<file path="config.mk">
export PLATFORM = sky130hd
export DESIGN_NAME = qdr_phy_cal
export DESIGN_NICKNAME = d
export VERILOG_FILES = /design/src/rtl/qdr_pkg.sv /design/src/rtl/qdr_train_if.sv /design/src/rtl/qdr_phy_cal.sv /design/src/rtl/qdr_read_align.sv /design/src/rtl/qdr_cal_ctrl.sv /design/src/rtl/qdr_bit_train.sv
export SDC_FILE = /design/constraint.sdc
export NUM_CORES = 1
export LEC_CHECK = 0
export ABC_AREA = 1
export BUFFER_PORTS_ARGS = -buffer_cell sky130_fd_sc_hd__buf_2
export CAP_MARGIN = 20
export CORE_MARGIN = 4
export CORE_UTILIZATION = 31
export CTS_CLUSTER_DIAMETER = 150
export DETAILED_ROUTE_END_ITERATION = 12
export GPL_TIMING_DRIVEN = 1
export HOLD_SLACK_MARGIN = 0.05
export PLACE_DENSITY = 0.54
export REMOVE_ABC_BUFFERS = 1
export SYNTH_ARGS = -nofsm -noshare
export SYNTH_HDL_FRONTEND = slang
export SYNTH_SLANG_ARGS = --single-unit
</file>
<file path="constraint.sdc">
create_clock -name clk -period 4.5 [get_ports clk]
set_input_delay 0.45 -clock clk [delete_from_list [all_inputs] [get_ports clk]]
set_output_delay 0.45 -clock clk [all_outputs]
set_load 0.02 [all_outputs]
</file>
<file path="src/rtl/qdr_pkg.sv">
package qdr_pkg;

  // Read data bus of the QDR device
  localparam int data_width = 18;
  localparam int index_width = $clog2(data_width);

  // Input delay line geometry, in taps
  localparam int tap_max = 63;
  localparam int tap_width = $clog2(tap_max + 1);
  localparam int bit_steps = 7;
  localparam int half_bit = (bit_steps + 1) / 2;

  // Sampling of the captured pair during training
  localparam int acquire_threshold = 16;
  localparam int capture_lag = 3;
  localparam int acq_width = $clog2(capture_lag + acquire_threshold + 1);
  localparam int align_wait = 4;

  // Delay line settling time after reset
  localparam int settle_cycles = 32;

  typedef enum logic [2:0] {
    train_idle,
    train_search,
    train_back,
    train_forward,
    train_align,
    train_done
  } train_state_t;

  typedef enum logic [1:0] {
    cal_settle,
    cal_start,
    cal_wait_train,
    cal_finished
  } cal_state_t;

endpackage
</file>
<file path="src/rtl/qdr_train_if.sv">
`timescale 1ns/1ps

interface qdr_train_if import qdr_pkg::*; ();

  // Single-cycle request from the sequencer
  logic start;

  // Sticky until reset
  logic done;
  logic fail;

  // One bit per data line, low when the rise sample holds the second beat
  logic [data_width-1:0] aligned;

  modport ctrl (
    output start,
    input  done,
    input  fail
  );

  modport train (
    input  start,
    output done,
    output fail,
    output aligned
  );

endinterface

</file>
<file path="src/rtl/qdr_phy_cal.sv">
`timescale 1ns/1ps

module qdr_phy_cal import qdr_pkg::*; (
  input  logic                  clk,
  input  logic                  reset,
  input  logic [data_width-1:0] q_rise,
  input  logic [data_width-1:0] q_fall,
  input  logic                  rd_valid_in,
  output logic [data_width-1:0] dly_en,
  output logic [data_width-1:0] dly_inc_dec_n,
  output logic [data_width-1:0] dly_rst,
  output logic                  cal_done,
  output logic                  cal_fail,
  output logic [data_width-1:0] aligned,
  output logic [data_width-1:0] rd_rise,
  output logic [data_width-1:0] rd_fall,
  output logic                  rd_valid_out
);

  // Training command and results between the sequencer and the trainer
  qdr_train_if train_bus ();

  qdr_cal_ctrl u_cal_ctrl (
    .clk      (clk),
    .reset    (reset),
    .tr       (train_bus.ctrl),
    .cal_done (cal_done),
    .cal_fail (cal_fail)
  );

  qdr_bit_train u_bit_train (
    .clk           (clk),
    .reset         (reset),
    .tr            (train_bus.train),
    .q_rise        (q_rise),
    .q_fall        (q_fall),
    .dly_en        (dly_en),
    .dly_inc_dec_n (dly_inc_dec_n),
    .dly_rst       (dly_rst)
  );

  // The phase record is also visible at the top for debug
  assign aligned = train_bus.aligned;

  qdr_read_align u_read_align (
    .clk          (clk),
    .reset        (reset),
    .cal_done     (cal_done),
    .aligned      (train_bus.aligned),
    .q_rise       (q_rise),
    .q_fall       (q_fall),
    .rd_valid_in  (rd_valid_in),
    .rd_rise      (rd_rise),
    .rd_fall      (rd_fall),
    .rd_valid_out (rd_valid_out)
  );

endmodule

</file>
<file path="src/rtl/qdr_read_align.sv">
`timescale 1ns/1ps

module qdr_read_align import qdr_pkg::*; (
  input  logic                  clk,
  input  logic                  reset,
  input  logic                  cal_done,
  input  logic [data_width-1:0] aligned,
  input  logic [data_width-1:0] q_rise,
  input  logic [data_width-1:0] q_fall,
  input  logic                  rd_valid_in,
  output logic [data_width-1:0] rd_rise,
  output logic [data_width-1:0] rd_fall,
  output logic                  rd_valid_out
);

  // Fall sample of the previous cycle, which carries the first beat of a
  // misaligned bit
  logic [data_width-1:0] fall_prev;

  always_ff @(posedge clk) begin
    fall_prev <= q_fall;

    // Aligned bits pass straight through
    // Misaligned bits shift by half a clock, old fall becomes the rise beat
    rd_rise <= (q_rise & aligned) | (fall_prev & ~aligned);
    rd_fall <= (q_fall & aligned) | (q_rise & ~aligned);
  end

  // No read is reported before the phase record is complete
  always_ff @(posedge clk) begin
    if (reset) begin
      rd_valid_out <= 1'b0;
    end else begin
      rd_valid_out <= rd_valid_in & cal_done;
    end
  end

endmodule

</file>
<file path="src/rtl/qdr_cal_ctrl.sv">
`timescale 1ns/1ps

module qdr_cal_ctrl import qdr_pkg::*; (
  input  logic       clk,
  input  logic       reset,
  qdr_train_if.ctrl  tr,
  output logic       cal_done,
  output logic       cal_fail
);

  cal_state_t state;
  logic [$clog2(settle_cycles)-1:0] settle_cnt;

  // The delay lines need settle_cycles clocks after reset before a tap
  // reading can be trusted, so training is held off until then
  always_ff @(posedge clk) begin
    if (reset) begin
      state      <= cal_settle;
      settle_cnt <= '0;
      cal_fail   <= 1'b0;
    end else begin
      // Any failing bit marks the whole calibration as failed
      if (tr.fail) begin
        cal_fail <= 1'b1;
      end

      case (state)
        cal_settle: begin
          if (settle_cnt == ($clog2(settle_cycles))'(settle_cycles - 1)) begin
            state <= cal_start;
          end else begin
            settle_cnt <= settle_cnt + 1'b1;
          end
        end

        cal_start: begin
          state <= cal_wait_train;
        end

        cal_wait_train: begin
          // Training time depends on where each eye lies
          if (tr.done) begin
            state <= cal_finished;
          end
        end

        cal_finished: begin
          state <= cal_finished;
        end

        default: begin
          state <= cal_settle;
        end
      endcase
    end
  end

  // Start lasts exactly the one cycle spent in cal_start
  assign tr.start = (state == cal_start);

  // Calibration stays complete until the next reset
  assign cal_done = (state == cal_finished);

endmodule

</file>
<file path="src/rtl/qdr_bit_train.sv">
`timescale 1ns/1ps

module qdr_bit_train import qdr_pkg::*; (
  input  logic                  clk,
  input  logic                  reset,
  qdr_train_if.train            tr,
  input  logic [data_width-1:0] q_rise,
  input  logic [data_width-1:0] q_fall,
  output logic [data_width-1:0] dly_en,
  output logic [data_width-1:0] dly_inc_dec_n,
  output logic [data_width-1:0] dly_rst
);

  // A captured pair only carries a usable bit when rise and fall differ
  function automatic logic is_valid(input logic [1:0] pair);
    return pair[1] ^ pair[0];
  endfunction

  train_state_t state;
  logic acquiring;
  logic rst_pending;

  logic [index_width-1:0] bit_index;
  logic [tap_width-1:0] progress;
  logic [tap_width-1:0] baddies;
  logic [tap_width-1:0] edge_tap;
  logic [acq_width-1:0] acq_cnt;

  logic [1:0] sync1;
  logic [1:0] sync2;
  logic [1:0] curr;
  logic [1:0] prev;
  logic [1:0] hist0;
  logic [1:0] hist1;
  logic [1:0] hist2;
  logic history_stable;

  // Bad samples were counted from the first tap past the edge
  assign edge_tap = progress - baddies;

  // The last four acquired readings agree
  assign history_stable = (curr == hist0) && (hist0 == hist1) && (hist1 == hist2);

  // Two-stage capture of the bit under training, it crosses from the IDDR domain
  always_ff @(posedge clk) begin
    sync1 <= {q_rise[bit_index], q_fall[bit_index]};
    sync2 <= sync1;
  end

  always_ff @(posedge clk) begin
    // Tap steps and delay resets are one-cycle strobes
    dly_en  <= '0;
    dly_rst <= '0;

    if (reset) begin
      state         <= train_idle;
      acquiring     <= 1'b0;
      rst_pending   <= 1'b1;
      dly_inc_dec_n <= '0;
      bit_index     <= '0;
      progress      <= '0;
      baddies       <= '0;
      acq_cnt       <= '0;
      curr          <= 2'b00;
      prev          <= 2'b00;
      hist0         <= 2'b00;
      hist1         <= 2'b00;
      hist2         <= 2'b00;
      tr.done       <= 1'b0;
      tr.fail       <= 1'b0;
      tr.aligned    <= '1;
    end else begin
      // All delay lines start from tap 0 after reset
      if (rst_pending) begin
        dly_rst <= '1;
      end
      rst_pending <= 1'b0;

      if (acquiring) begin
        // The first samples still show the tap before the last step
        if (acq_cnt < acq_width'(capture_lag)) begin
          acq_cnt <= acq_cnt + 1'b1;
        end else if (!is_valid(sync2) ||
                     (acq_cnt != acq_width'(capture_lag) && sync2 != curr)) begin
          curr      <= 2'b00;
          acquiring <= 1'b0;
        end else begin
          curr    <= sync2;
          acq_cnt <= acq_cnt + 1'b1;
          if (acq_cnt == acq_width'(capture_lag + acquire_threshold - 1)) begin
            acquiring <= 1'b0;
          end
        end
      end else begin
        case (state)
          train_idle: begin
            if (tr.start) begin
              state     <= train_search;
              acquiring <= 1'b1;
              acq_cnt   <= '0;
              progress  <= '0;
              baddies   <= '0;
              prev      <= 2'b00;
              hist0     <= 2'b00;
              hist1     <= 2'b00;
              hist2     <= 2'b00;
            end
          end

          train_search: begin
            hist0 <= curr;
            hist1 <= hist0;
            hist2 <= hist1;

            if (curr != prev && is_valid(curr) && is_valid(prev) && history_stable) begin
              // Centre on the eye below the edge if a whole bit fits there
              if (edge_tap > tap_width'(bit_steps)) begin
                state    <= train_back;
                progress <= baddies + tap_width'(half_bit);
              end else begin
                state <= train_forward;
                if (baddies < tap_width'(half_bit)) begin
                  progress <= tap_width'(half_bit) - baddies;
                end else begin
                  progress <= '0;
                end
              end
            end else if (progress == tap_width'(tap_max)) begin
              // Out of taps with no edge seen, park this bit at tap 0
              state              <= train_align;
              progress           <= tap_width'(align_wait);
              tr.fail            <= 1'b1;
              dly_rst[bit_index] <= 1'b1;
            end else begin
              acquiring                <= 1'b1;
              acq_cnt                  <= '0;
              progress                 <= progress + 1'b1;
              dly_inc_dec_n[bit_index] <= 1'b1;
              dly_en[bit_index]        <= 1'b1;

              if (is_valid(curr) && history_stable) begin
                prev <= curr;
              end

              // Once the reading leaves the old eye every further tap is counted
              if (baddies != '0 || (is_valid(prev) && curr != prev)) begin
                baddies <= baddies + 1'b1;
              end
            end
          end

          train_back, train_forward: begin
            hist0 <= curr;
            hist1 <= hist0;
            hist2 <= hist1;

            if (progress != '0) begin
              acquiring                <= 1'b1;
              acq_cnt                  <= '0;
              progress                 <= progress - 1'b1;
              dly_inc_dec_n[bit_index] <= (state == train_forward);
              dly_en[bit_index]        <= 1'b1;
            end else begin
              state    <= train_align;
              progress <= tap_width'(align_wait);
              // The final tap must sit on a clean, settled reading
              if (!is_valid(curr) || !history_stable) begin
                tr.fail <= 1'b1;
              end
            end
          end

          train_align: begin
            if (progress != '0) begin
              progress <= progress - 1'b1;
            end else begin
              state <= train_done;
              if (!sync2[1]) begin
                tr.aligned[bit_index] <= 1'b0;
              end
            end
          end

          train_done: begin
            if (bit_index < index_width'(data_width - 1)) begin
              state     <= train_search;
              bit_index <= bit_index + 1'b1;
              acquiring <= 1'b1;
              acq_cnt   <= '0;
              progress  <= '0;
              baddies   <= '0;
              prev      <= 2'b00;
              hist0     <= 2'b00;
              hist1     <= 2'b00;
              hist2     <= 2'b00;
            end else begin
              tr.done <= 1'b1;
            end
          end

          default: begin
            state <= train_idle;
          end
        endcase
      end
    end
  end

endmodule

</file>
==> flow_summary.ini <==
[status]
status = finished clean

[worst_hold_path]
holdPathEnd = u_read_align.fall_prev[1]$_DFF_P_
hold_path_depth = 1
hp-class = in2reg
hold_start = q_fall[1]

[job]
timing.max_cap.violations = 0

[power]
powerDensity_nw_per_um2 = 500
worst_ir_drop_vdd_uv = 313
power_leakage_uw = 0.00396

[clock_tree]
cts_max_level = 4
postCtsHoldBufs = 0
clock_path_buffers = 2
root_buffer = clkbuf_16
cts_buffers = 17
cts_tree = built
clock-sinks = 178
insertion_delay_ns = 0.44
path_clk_slew_ns = 0.07
cts_resized = 0
cts_setup_buffers = 0

[drt]
ant_nets = 0
vias = 6665
drc = 0
drt_pre_antenna_iters = 5
vias_per_cell = 4.56
drtIter0Drc = 483
avgRoutedWirePerCell_um = 14.3
totalWireLength_um = 21000

[placed_design]
gp_congestion = 0.825
portBuffers = 149
dp_hpwl_um = 15300
dp.cells = 1431

[critical_path]
rr_startpoint = u_bit_train.bit_index[0]$_SDFFE_PP0P_
end_kind = flop
rr_endpoint = u_bit_train.progress[3]$_SDFFE_PP0P_
rrSetupSlack_ns = 1.76
slowest_stage = dfxtp_1
slowest_delay_ns = 0.78
start_kind = flop
crit_chain = inv_1 > nand3_1 > nand2_1 > o21ai_4 > nor2_1 > o21ai_1 > nor2_2 > inv_2 > nand2_1 > a21oi_1
crit_arrival_ns = 3.10
path_class = reg2reg
reg2regPathDepth = 10
required_ns = 4.86
crit_top_cell = nand2_1
critPathMaxFanout = 23

[synthesis]
yosysSeqAreaShare = 0.477
ys_seq_elements = 178
synthCells = 983
ys_warn_count = 0
synth.distinct_cells = 42
syn_area_sq_um = 7470
syn_area_per_cell_sq_um = 7.60

[final_layout]
fin_cells = 1463
fillCellCount = 2473
antenna_cells = 0
drive_above_1_share = 0.194
area_growth_syn_to_layout_pct = 22.5
nets = 1191

[die]
die_x_um = 163
dieArea_sq_um = 26700
start_util = 0.317
io_pins = 150
die_height_um = 163
rows = 56
core_sq_um = 23600

[global_route]
grt_pass1_vias = 6388
grt_usage = 0.160
grt_max_degree = 49
grt_pass1_wl_um = 34000
grt-ovfl-total = 0
antenna_found_initial = 0

[sta]
rsz0062_at_grt = no
post-route-min-period_ns = 2.74
finalHoldViolCount = 0
fin_worst_skew_ns = 0.0133
hold_ws_ns = 0.152
slew_headroom = 0.339
period_share = 0.609
finalSetupViolations = 0
max_freq_mhz = 365
setup_tns_ns = 0
drv_slew = 0
tightest_slew_ns = 0.988
## final cells by class
type	instances	area, sq um	area share
Tap cell	319	399	0.0436
Inverter	131	494	0.0540
Clock buffer	17	425	0.0465
Sequential cell	178	3560	0.389
Clock inverter	15	194	0.0212
Timing Repair Buffer	151	761	0.0831
Multi-Input combinational cell	652	3320	0.362
## kinds of logic (layout without fill, tap and decap cells)
kind of cell             Yosys count  after routing  synth area share
AND/OR/NAND/NOR                  399            399             0.237
AO/OA/AOI/OAI                    217            217             0.153
flip-flops                       178            178             0.477
buffers and inverters            153            314            0.0794
adder cells (fa/ha/maj)           21             21            0.0362
XOR/XNOR                          15             15            0.0176
## critical path, delay by kind of cell (launching register included)
family                 cells  cell delay (ns)
DFF                        1             0.78
buffers and inverters      2             0.63
AOI/OAI and AO/OA          3             0.63
and+or+nand+nor            5             0.63
## registers in the layout, summed over array words and instances (netlist names), 6 cells and up
register                   count
u_bit_train.baddies            6
u_bit_train.dly_rst           18
u_bit_train.dly_en            18
u_read_align.fall_prev        18
u_bit_train.tr.aligned        18
u_bit_train.progress           6
u_bit_train.dly_inc_dec_n     18
u_read_align.rd_rise          18
u_read_align.rd_fall          18
## placed cells by master (no fill, tap or decap), types with 3 or more instances in the layout
| cell | Yosys | final |
|---|---|---|
| a211oi_1 | 5 | 5 |
| a21oi_1 | 99 | 99 |
| buf_2 | 1 | 149 |
| clkbuf_16 | 0 | 17 |
| clkinv_1 | 3 | 3 |
| clkinv_4 | 0 | 3 |
| clkinv_8 | 0 | 5 |
| dfxtp_1 | 178 | 178 |
| ha_1 | 20 | 20 |
| inv_1 | 116 | 116 |
| inv_2 | 11 | 11 |
| inv_8 | 0 | 3 |
| nand2_1 | 191 | 191 |
| nand2_2 | 3 | 3 |
| nand3_1 | 33 | 33 |
| nand3_2 | 4 | 4 |
| nand3_4 | 4 | 4 |
| nand4_1 | 7 | 7 |
| nor2_1 | 123 | 123 |
| nor2_2 | 4 | 4 |
| nor3_1 | 13 | 13 |
| o21ai_0 | 85 | 85 |
| o21ai_1 | 15 | 15 |
| o22ai_1 | 4 | 4 |
| or2_2 | 3 | 3 |
| xnor2_1 | 3 | 3 |
| xor2_1 | 12 | 12 |
## stage by stage
stage               setup slack, ns  power, uW  area (sq um)   util
floorplan                      2.42       2770          7370      -
global placement               1.94       3080          8530  0.361
detailed placement             1.84       3080          8530  0.361
CTS                            1.81       4620          9150  0.388
global route                   1.48       4880          9150  0.388
finish                         1.76       4570          9150  0.388
## cell usage after synthesis (all sizes together)
master,count,share of area
a211oi,5,0.0050
a21oi,99,0.066
a22oi,1,0.0017
a31oi,2,0.0017
and2,1,0.00084
buf,5,0.0047
clkbuf,17,0.0085
clkinv,3,0.0015
dfxtp,178,0.48
fa,1,0.0027
ha,20,0.033
inv,128,0.065
nand2,196,0.10
nand3,41,0.037
nand3b,2,0.0020
nand4,7,0.0059
nor2,129,0.070
nor3,15,0.012
nor3b,2,0.0020
nor4,1,0.00084
o211ai,1,0.0010
o21a,1,0.0010
o21ai,102,0.071
o21bai,2,0.0020
o22ai,4,0.0033
or2,5,0.0042
xnor2,3,0.0035
xor2,12,0.014
## worst max-delay path by stage
stage               slack (ns)                                   from                              endpoint  depth (start not counted)
CTS                       1.81  u_bit_train.bit_index[0]$_SDFFE_PP0P_  u_bit_train.progress[0]$_SDFFE_PP0P_                         10
finish                    1.76  u_bit_train.bit_index[0]$_SDFFE_PP0P_  u_bit_train.progress[3]$_SDFFE_PP0P_                         10
global route              1.48  u_bit_train.bit_index[0]$_SDFFE_PP0P_  u_bit_train.progress[1]$_SDFFE_PP0P_                         10
global placement          1.94  u_bit_train.bit_index[0]$_SDFFE_PP0P_  u_bit_train.progress[3]$_SDFFE_PP0P_                         10
floorplan                 2.42  u_bit_train.bit_index[0]$_SDFFE_PP0P_     u_bit_train.state[1]$_SDFFE_PP0P_                         10
detailed placement        1.84  u_bit_train.bit_index[0]$_SDFFE_PP0P_  u_bit_train.progress[0]$_SDFFE_PP0P_                         10
## layer usage
metal,GRT usage,vias to the layer above,share of wire
li1,-,3456,-
met1,0.203,3024,0.45
met2,0.265,167,0.47
met3,0.0490,18,0.064
met4,0.0400,0,0.0087
met5,0,-,0
## power by group
group          switching, uW  leakage, uW  total, uW  internal, uW
Combinational            853      0.00219       1250           392
Sequential               100      0.00147       1800          1700
Clock                    726     0.000302       1530           802
Total                   1680      0.00396       4570          2890
No activity file was read; power rests on OpenSTA's default activity.
